### src/design/gt_bringup_pkg.sv
package gt_bringup_pkg;

	// number of chained bring-up steps
	localparam int NSTEP = 6;

	// step indices, also the bit positions in criteria and reset vectors
	localparam int STEP_CPLL  = 0;
	localparam int STEP_TXRX0 = 1;
	localparam int STEP_TXRX1 = 2;
	localparam int STEP_TXDLY = 3;
	localparam int STEP_RXDLY = 4;
	localparam int STEP_COMMA = 5;

	// reset pulse length per step, in lock-detect clock cycles
	localparam int RESET_LEN [NSTEP] = '{4, 4, 4, 2, 2, 4};

	// settle time after reset release, before criteria are checked
	localparam int READY_LEN = 4;

	// K28.5, sent with the K flag set
	localparam logic [7:0] COMMA_CHAR = 8'hBC;

	// consecutive unlocked samples before cdr lock is dropped
	localparam int LOCK_MAX = 3;

	typedef enum logic [2:0] {
		IDLE  = 3'd0,
		RESET = 3'd1, // step reset asserted
		READY = 3'd2, // reset released, waiting
		CHECK = 3'd3, // criterion window
		DONE  = 3'd4
	} seq_state_t;

endpackage

### src/design/chain_reset_seq.sv
`timescale 1ns/1ps

module chain_reset_seq #(
	parameter int STEP_TIMEOUT = 64
) (
	input  logic                             CPLLLOCKDETCLK,
	input  logic                             reset,
	input  logic [gt_bringup_pkg::NSTEP-1:0] criteria_i,
	output logic [gt_bringup_pkg::NSTEP-1:0] step_reset_o,
	output logic [gt_bringup_pkg::NSTEP-1:0] step_done_o,
	output logic [2:0]                       state_o,
	output logic                             all_done_o
);

	localparam int NSTEP = gt_bringup_pkg::NSTEP;
	localparam int SW = $clog2(NSTEP);
	// counter must cover the longest phase
	localparam int CMAX = (STEP_TIMEOUT > 16) ? STEP_TIMEOUT : 16;
	localparam int CW = $clog2(CMAX + 1);

	gt_bringup_pkg::seq_state_t state;
	logic [SW-1:0] step;
	logic [CW-1:0] cnt;
	logic [NSTEP-1:0] step_done;
	logic reset_end;
	logic ready_end;
	logic window_end;
	logic crit_hit;

	assign reset_end = (cnt == CW'(gt_bringup_pkg::RESET_LEN[step] - 1));
	assign ready_end = (cnt == CW'(gt_bringup_pkg::READY_LEN - 1));
	assign window_end = (cnt == CW'(STEP_TIMEOUT - 1));
	assign crit_hit = criteria_i[step];

	// one-hot reset for the active step
	always_comb begin
		step_reset_o = '0;
		if (state == gt_bringup_pkg::RESET) begin
			step_reset_o[step] = 1'b1;
		end
	end

	always_ff @(posedge CPLLLOCKDETCLK or posedge reset) begin
		if (reset) begin
			state      <= gt_bringup_pkg::IDLE;
			step       <= '0;
			cnt        <= '0;
			step_done  <= '0;
			all_done_o <= 1'b0;
		end else begin
			all_done_o <= (&step_done) & criteria_i[gt_bringup_pkg::STEP_TXRX0];
			case (state)
				gt_bringup_pkg::IDLE: begin
					state <= gt_bringup_pkg::RESET;
					step  <= '0;
					cnt   <= '0;
				end
				gt_bringup_pkg::RESET: begin
					if (reset_end) begin
						state <= gt_bringup_pkg::READY;
						cnt   <= '0;
					end else begin
						cnt <= cnt + 1'b1;
					end
				end
				gt_bringup_pkg::READY: begin
					if (ready_end) begin
						state <= gt_bringup_pkg::CHECK;
						cnt   <= '0;
					end else begin
						cnt <= cnt + 1'b1;
					end
				end
				gt_bringup_pkg::CHECK: begin
					if (crit_hit) begin
						step_done[step] <= 1'b1;
						cnt             <= '0;
						if (step == SW'(NSTEP - 1)) begin
							state <= gt_bringup_pkg::DONE;
						end else begin
							step  <= step + 1'b1; // next step starts its reset now
							state <= gt_bringup_pkg::RESET;
						end
					end else if (window_end) begin
						// timeout, whole chain over again
						step_done <= '0;
						step      <= '0;
						cnt       <= '0;
						state     <= gt_bringup_pkg::RESET;
					end else begin
						cnt <= cnt + 1'b1;
					end
				end
				gt_bringup_pkg::DONE: begin
					cnt <= '0; // hold until next reset
				end
				default: begin
					state <= gt_bringup_pkg::IDLE;
				end
			endcase
		end
	end

	assign step_done_o = step_done;
	assign state_o = state;

endmodule

### src/design/align_done_tracker.sv
`timescale 1ns/1ps

module align_done_tracker (
	input  logic CPLLLOCKDETCLK,
	input  logic reset,
	input  logic clear_i,
	input  logic phalign_done_i,
	output logic align_done_o
);

	logic done_d;
	logic first;
	logic rising;

	assign rising = phalign_done_i & ~done_d;

	always_ff @(posedge CPLLLOCKDETCLK or posedge reset) begin
		if (reset) begin
			done_d       <= 1'b0;
			first        <= 1'b1;
			align_done_o <= 1'b0;
		end else begin
			done_d <= phalign_done_i;
			if (clear_i) begin
				first        <= 1'b1;
				align_done_o <= 1'b0;
			end else if (rising) begin
				// first completion after a delay reset is not final
				first <= 1'b0;
				if (!first) begin
					align_done_o <= 1'b1;
				end
			end
		end
	end

endmodule

### src/design/cdr_lock_filter.sv
`timescale 1ns/1ps

module cdr_lock_filter (
	input  logic CPLLLOCKDETCLK,
	input  logic reset,
	input  logic cdr_lock_i,
	output logic cdr_locked_o
);

	localparam int CW = $clog2(gt_bringup_pkg::LOCK_MAX + 1);

	logic [CW-1:0] unlock_cnt;

	always_ff @(posedge CPLLLOCKDETCLK or posedge reset) begin
		if (reset) begin
			unlock_cnt   <= '0;
			cdr_locked_o <= 1'b0;
		end else if (cdr_lock_i) begin
			unlock_cnt   <= '0;
			cdr_locked_o <= 1'b1;
		end else if (unlock_cnt == CW'(gt_bringup_pkg::LOCK_MAX - 1)) begin
			cdr_locked_o <= 1'b0; // counter saturates here
		end else begin
			unlock_cnt <= unlock_cnt + 1'b1;
		end
	end

endmodule

### src/design/bringup_status.sv
`timescale 1ns/1ps

module bringup_status #(
	parameter int DWIDTH = 16,
	localparam int DBYTE = DWIDTH / 8
) (
	input  logic [gt_bringup_pkg::NSTEP-1:0] mask_i,
	input  logic [gt_bringup_pkg::NSTEP-1:0] step_reset_i,
	input  logic                             cpll_lock_i,
	input  logic                             cpll_fbclk_lost_i,
	input  logic                             cpll_refclk_lost_i,
	input  logic                             tx_reset_done_i,
	input  logic                             rx_reset_done_i,
	input  logic                             mmcm_locked_i,
	input  logic                             rx_elec_idle_i,
	input  logic [DBYTE-1:0]                 rx_notintable_i,
	input  logic [DBYTE-1:0]                 rx_disperr_i,
	input  logic                             tx_align_done_i,
	input  logic                             rx_align_done_i,
	input  logic                             cdr_locked_i,
	output logic [gt_bringup_pkg::NSTEP-1:0] criteria_o,
	output logic [gt_bringup_pkg::NSTEP-1:0] gt_reset_o,
	output logic                             tx_align_clr_o,
	output logic                             rx_align_clr_o
);

	logic [gt_bringup_pkg::NSTEP-1:0] raw;
	logic cpll_ok;
	logic txrx_ok;
	logic txrx_reset;

	assign cpll_ok = cpll_lock_i & ~cpll_fbclk_lost_i & ~cpll_refclk_lost_i;
	assign txrx_ok = tx_reset_done_i & rx_reset_done_i & mmcm_locked_i & cpll_ok;

	always_comb begin
		raw = '0;
		raw[gt_bringup_pkg::STEP_CPLL]  = cpll_ok;
		raw[gt_bringup_pkg::STEP_TXRX0] = txrx_ok;
		raw[gt_bringup_pkg::STEP_TXRX1] = txrx_ok;
		raw[gt_bringup_pkg::STEP_TXDLY] = tx_align_done_i & cdr_locked_i & ~rx_elec_idle_i;
		raw[gt_bringup_pkg::STEP_RXDLY] = rx_align_done_i;
		// byte alignment clean on every lane byte
		raw[gt_bringup_pkg::STEP_COMMA] = rx_align_done_i & ~(|rx_notintable_i)
			& ~(|rx_disperr_i);
	end

	assign criteria_o = raw | ~mask_i; // masked steps pass

	assign gt_reset_o = step_reset_i & mask_i;
	assign txrx_reset = gt_reset_o[gt_bringup_pkg::STEP_TXRX0]
		| gt_reset_o[gt_bringup_pkg::STEP_TXRX1];
	assign tx_align_clr_o = txrx_reset | gt_reset_o[gt_bringup_pkg::STEP_TXDLY];
	assign rx_align_clr_o = txrx_reset | gt_reset_o[gt_bringup_pkg::STEP_RXDLY];

endmodule

### src/design/tx_word_gate.sv
`timescale 1ns/1ps

module tx_word_gate #(
	parameter int DWIDTH = 16,
	localparam int DBYTE = DWIDTH / 8
) (
	input  logic              reset_done_i,
	input  logic [DWIDTH-1:0] tx_data_i,
	input  logic [DBYTE-1:0]  tx_charisk_i,
	output logic [DWIDTH-1:0] tx_data_o,
	output logic [DBYTE-1:0]  tx_charisk_o
);

	logic [DWIDTH-1:0] comma_word;
	logic [DBYTE-1:0] comma_k;

	// comma in byte 0 only, rest idle zero
	assign comma_word = {{(DWIDTH - 8){1'b0}}, gt_bringup_pkg::COMMA_CHAR};
	assign comma_k = {{(DBYTE - 1){1'b0}}, 1'b1};

	always_comb begin
		if (reset_done_i) begin
			tx_data_o    = tx_data_i;
			tx_charisk_o = tx_charisk_i;
		end else begin
			tx_data_o    = comma_word; // keeps the far end aligned during bring-up
			tx_charisk_o = comma_k;
		end
	end

endmodule

### src/design/gt_bringup_top.sv
`timescale 1ns/1ps

module gt_bringup_top #(
	parameter int DWIDTH = 16,
	parameter int STEP_TIMEOUT = 64,
	localparam int DBYTE = DWIDTH / 8
) (
	input  logic                             CPLLLOCKDETCLK,
	input  logic                             reset,
	input  logic [gt_bringup_pkg::NSTEP-1:0] mask_i,
	input  logic                             cpll_lock_i,
	input  logic                             cpll_fbclk_lost_i,
	input  logic                             cpll_refclk_lost_i,
	input  logic                             tx_reset_done_i,
	input  logic                             rx_reset_done_i,
	input  logic                             mmcm_locked_i,
	input  logic                             tx_phalign_done_i,
	input  logic                             rx_phalign_done_i,
	input  logic                             rx_cdr_lock_i,
	input  logic                             rx_elec_idle_i,
	input  logic [DBYTE-1:0]                 rx_notintable_i,
	input  logic [DBYTE-1:0]                 rx_disperr_i,
	input  logic [DWIDTH-1:0]                tx_data_i,
	input  logic [DBYTE-1:0]                 tx_charisk_i,
	output logic [gt_bringup_pkg::NSTEP-1:0] gt_reset_o,
	output logic [gt_bringup_pkg::NSTEP-1:0] step_done_o,
	output logic [2:0]                       seq_state_o,
	output logic [gt_bringup_pkg::NSTEP-1:0] criteria_o,
	output logic                             cdr_locked_o,
	output logic                             reset_done_o,
	output logic [DWIDTH-1:0]                tx_data_o,
	output logic [DBYTE-1:0]                 tx_charisk_o
);

	logic [gt_bringup_pkg::NSTEP-1:0] step_reset; // unmasked
	logic tx_align_done;
	logic rx_align_done;
	logic tx_align_clr;
	logic rx_align_clr;

	chain_reset_seq #(
		.STEP_TIMEOUT(STEP_TIMEOUT)
	) u_chain_reset_seq (
		.CPLLLOCKDETCLK(CPLLLOCKDETCLK),
		.reset         (reset),
		.criteria_i    (criteria_o),
		.step_reset_o  (step_reset),
		.step_done_o   (step_done_o),
		.state_o       (seq_state_o),
		.all_done_o    (reset_done_o)
	);

	align_done_tracker u_tx_align (
		.CPLLLOCKDETCLK(CPLLLOCKDETCLK),
		.reset         (reset),
		.clear_i       (tx_align_clr),
		.phalign_done_i(tx_phalign_done_i),
		.align_done_o  (tx_align_done)
	);

	align_done_tracker u_rx_align (
		.CPLLLOCKDETCLK(CPLLLOCKDETCLK),
		.reset         (reset),
		.clear_i       (rx_align_clr),
		.phalign_done_i(rx_phalign_done_i),
		.align_done_o  (rx_align_done)
	);

	cdr_lock_filter u_cdr_lock_filter (
		.CPLLLOCKDETCLK(CPLLLOCKDETCLK),
		.reset         (reset),
		.cdr_lock_i    (rx_cdr_lock_i),
		.cdr_locked_o  (cdr_locked_o)
	);

	bringup_status #(
		.DWIDTH(DWIDTH)
	) u_bringup_status (
		.mask_i            (mask_i),
		.step_reset_i      (step_reset),
		.cpll_lock_i       (cpll_lock_i),
		.cpll_fbclk_lost_i (cpll_fbclk_lost_i),
		.cpll_refclk_lost_i(cpll_refclk_lost_i),
		.tx_reset_done_i   (tx_reset_done_i),
		.rx_reset_done_i   (rx_reset_done_i),
		.mmcm_locked_i     (mmcm_locked_i),
		.rx_elec_idle_i    (rx_elec_idle_i),
		.rx_notintable_i   (rx_notintable_i),
		.rx_disperr_i      (rx_disperr_i),
		.tx_align_done_i   (tx_align_done),
		.rx_align_done_i   (rx_align_done),
		.cdr_locked_i      (cdr_locked_o),
		.criteria_o        (criteria_o),
		.gt_reset_o        (gt_reset_o),
		.tx_align_clr_o    (tx_align_clr),
		.rx_align_clr_o    (rx_align_clr)
	);

	tx_word_gate #(
		.DWIDTH(DWIDTH)
	) u_tx_word_gate (
		.reset_done_i(reset_done_o),
		.tx_data_i   (tx_data_i),
		.tx_charisk_i(tx_charisk_i),
		.tx_data_o   (tx_data_o),
		.tx_charisk_o(tx_charisk_o)
	);

endmodule

### config.mk
export PLATFORM = sky130hd
export DESIGN_NAME = gt_bringup_top
export DESIGN_NICKNAME = d
export VERILOG_FILES = /design/src/design/gt_bringup_pkg.sv /design/src/design/chain_reset_seq.sv /design/src/design/align_done_tracker.sv /design/src/design/cdr_lock_filter.sv /design/src/design/bringup_status.sv /design/src/design/tx_word_gate.sv /design/src/design/gt_bringup_top.sv
export SDC_FILE = /design/constraint.sdc
export NUM_CORES = 1
export LEC_CHECK = 0
export BUFFER_PORTS_ARGS = -buffer_cell sky130_fd_sc_hd__buf_2
export CAP_MARGIN = 20
export CORE_MARGIN = 2
export CORE_UTILIZATION = 30
export CTS_CLUSTER_DIAMETER = 120
export DETAILED_ROUTE_END_ITERATION = 12
export GPL_TIMING_DRIVEN = 0
export SLEW_MARGIN = 10
export SYNTH_ARGS = -nofsm -noshare
export SYNTH_HDL_FRONTEND = slang
export SYNTH_HIERARCHICAL = 1
export SYNTH_SLANG_ARGS = --single-unit
### constraint.sdc
create_clock -name CPLLLOCKDETCLK -period 1.9 [get_ports CPLLLOCKDETCLK]
set_input_delay 0.095 -clock CPLLLOCKDETCLK [delete_from_list [all_inputs] [get_ports CPLLLOCKDETCLK]]
set_output_delay 0.095 -clock CPLLLOCKDETCLK [all_outputs]
set_load 0.005 [all_outputs]
==> flow_summary.json <==
{
  "wire_per_inst_um": 12.7,
  "cts_tree": "done",
  "drc": 0,
  "drive_gt1_frac": 0.482,
  "seqCellArea_um2": 728,
  "grt_pass1_vias": 1719,
  "p_per_area_nw_per_um2": 512,
  "fin_util": 0.447,
  "ys_warn_count": 6,
  "yosysTopAreaCellShare": 0.365,
  "path_class": "reg -> reg",
  "fin_setup_tns_ps": -4120,
  "yosys-top-cells-count": "dfrtp_1, nor2_1, nand2_1",
  "cts.sinks": 29,
  "pwr-share-comb": 0.136,
  "period_needed_ps": 2250,
  "grt_max_degree": 21,
  "first_pass_iters": 4,
  "synthesis.area_um2": 1850,
  "io_pins": 81,
  "ys_seq_elements": 29,
  "path_clk_slew_ps": 60,
  "core_area_um2": 5960,
  "use_met1": 0.168,
  "slew_viol_final": 0,
  "grt_use_total": 0.140,
  "io_buffers": 80,
  "ant_nets": 0,
  "worstSkewPairLatency_ps": 280,
  "startpoint_type": "register",
  "grt.met2_usage": 0.246,
  "rrSetupSlack_ps": -350,
  "antenna_found_initial": 0,
  "cp_data_required_time_ps": 2060,
  "yosysSeqAreaShare": 0.394,
  "violations": "setup timing",
  "syn-num-nets": 250,
  "fin_cells": 380,
  "finalCritPeriodShare": 1.19,
  "worst_slew_pin_slew_ps": 825,
  "swShare": 0.237,
  "seqPwrFrac": 0.485,
  "ys_types": 48,
  "setup_viol": 18,
  "yosysTopAreaCell": "dfrtp_1",
  "maxCapViolCount": 0,
  "num_rows": 28,
  "grt_pass1_wl_um": 7380,
  "synth_area_leaders": "dfrtp_1, and2_2, nor2_1",
  "synth-main-ff-cell": "dfrtp_1",
  "synth-edff-count": 0,
  "status": "finished, violations left",
  "p_leak_nw": 1.35,
  "timing_hold_violations_final": 0,
  "start_util": 0.311,
  "final_net_count": 348,
  "cp.arrival_ps": 2420,
  "maxSlewHeadroom": 0.449,
  "synth_cells": 206,
  "fin_ws_ps": -352,
  "finClkSkew_ps": 5.49,
  "dpl.cell_count": 361,
  "synthArstFlopShare": 1.00,
  "n_fill_cell": 581,
  "synth_most_common_cell": "dfrtp_1",
  "cts_made_buffers": 5,
  "fmax_mhz": 444,
  "power.switching_w": 0.000324,
  "rsz0062_at_grt": "true",
  "routed_wirelength_um": 4820,
  "antenna_cells": 0,
  "avgSynthCellArea_um2": 8.98,
  "p_int_w": 0.00104,
  "vias": 1833,
  "grt_remaining_overflow": 0,
  "dp_hpwl_um": 3520,
  "clockBufferDepth": 2,
  "drt_iter0_drc": 83,
  "cp_max_fo": 7,
  "endpoint_kind": "register",
  "gp_congestion": 0.787,
  "fp.dieArea_um2": 6810,
  "die_w_um": 82.5,
  "syn_to_final_growth_pct": 43.9,
  "use_met3": 0.0304,
  "busiest_layer": "met2",
  "cts_htree_levels": 2,
  "p_clk_frac": 0.379,
  "peakVddDrop_uv": 460,
  "multi_input_area_um2": 1160,
  "min_path_type": "in -> reg",
  "cts_root_buf": "clkbuf_8",
  "die_h_um": 82.5,
  "viasPerCell": 4.82
}
-- cells in the final DEF, fill, tap and decap left out, types with 3 or more instances in the layout --
cell           count
nand3_1            6
or2b_1             6
buf_4              8
buf_2             80
dlygate4sd3_1      4
nor3_2             3
and2_1             8
buf_6              3
o21ai_0            3
nor2b_1            7
a21oi_1            3
and2_2            10
o21ai_1            8
nand2b_1          10
inv_1             11
nand2_1           11
clkbuf_8           6
o21ai_2            3
dfrtp_1           27
a22o_1             3
a32o_1             4
nor2_1            17
ha_1               3
clkbuf_2           4
a21o_1             5
a21oi_2            4
-- worst max-delay path, stage by stage (launching register included) --
cell      delay [ps]
dfrtp_1          370
or4b_4           470
o21ai_2          160
mux2_4           170
a222oi_1          90
buf_4            170
and3_4           150
o221a_4          250
a21o_1           160
a22o_1           170
-- power by group through the flow --
stage               sequential [W]  combinational [W]  clock [W]
floorplan                 0.000672           0.000102          0
global placement          0.000672           0.000172          0
detailed placement        0.000674           0.000173          0
CTS                       0.000663           0.000188   0.000536
global route              0.000667           0.000213   0.000554
finish                    0.000662           0.000186   0.000517
-- repair_timing --
item | CTS | global route
pin swaps | 12 | 7
gates resized for setup | 24 | 17
hold endpoints to repair | 13 | 0
buffers inserted | 9 | 1
hold buffers | 4 | 0
endpoints found under the setup margin | 23 | 25
-- cell type report --
class	instances	area share
well taps	75	0.0352
repair buffers	93	0.194
clock buffers	8	0.0338
multi-input cells	158	0.434
plain buffers	6	0.0146
flip-flops and latches	29	0.273
inverters	11	0.0155
-- per-layer routing --
metal	up-vias	wire length, um
met4	0	68
met5	-	0
met3	9	311
met1	838	2080
li1	921	-
met2	65	2350
-- state kept, by name, summed over array words and instances (netlist names) --
signal and count:
u_chain_reset_seq/step 3, u_cdr_lock_filter/unlock_cnt 2, u_tx_align/align_done_o 1, u_chain_reset_seq/cnt 7, u_chain_reset_seq/state_o 3, u_tx_align/first 1
u_cdr_lock_filter/cdr_locked_o 1, u_chain_reset_seq/all_done_o 1, u_rx_align/align_done_o 1, u_rx_align/done_d 1, u_chain_reset_seq/step_done_o 6, u_tx_align/done_d 1
u_rx_align/first 1
-- stage by stage --
step / setup WS [ps] / hold WS (ps) / total power, W / cell area, um2
floorplan: -195 / -152 / 0.000774 / 1860
global placement: -456 / 5.46 / 0.000844 / 2360
detailed placement: -458 / -1.83 / 0.000847 / 2360
CTS: -352 / 222 / 0.00139 / 2610
global route: -431 / 242 / 0.00144 / 2660
finish: -352 / 215 / 0.00136 / 2660
-- cell families after synthesis --
| kind of cell | count (synthesis) | synth area share |
|---|---|---|
| AO/OA/AOI/OAI | 47 | 0.190 |
| buffers and inverters | 19 | 0.0433 |
| multiplexers | 4 | 0.0237 |
| XOR/XNOR | 1 | 0.00473 |
| adder cells (fa/ha/maj) | 4 | 0.0270 |
| AND/OR/NAND/NOR | 102 | 0.318 |
| flip-flops | 29 | 0.394 |
-- final timing paths --
| path | cells past startpoint | to | start |
|---|---|---|---|
| setup / recovery | 9 | u_chain_reset_seq/cnt[5] | u_rx_align/align_done_o |
| hold / removal | 4 | u_chain_reset_seq/all_done_o | mask_i[1] |
| setup reg to reg | 9 | u_chain_reset_seq/cnt[5] | u_rx_align/align_done_o |
| hold reg to reg | 1 | u_cdr_lock_filter/cdr_locked_o | u_cdr_lock_filter/cdr_locked_o |
| max in group asynchronous | 3 | u_chain_reset_seq/cnt[0] | reset |
| min in group asynchronous | 3 | u_rx_align/align_done_o | reset |
No activity file was read; power rests on OpenSTA's default activity.
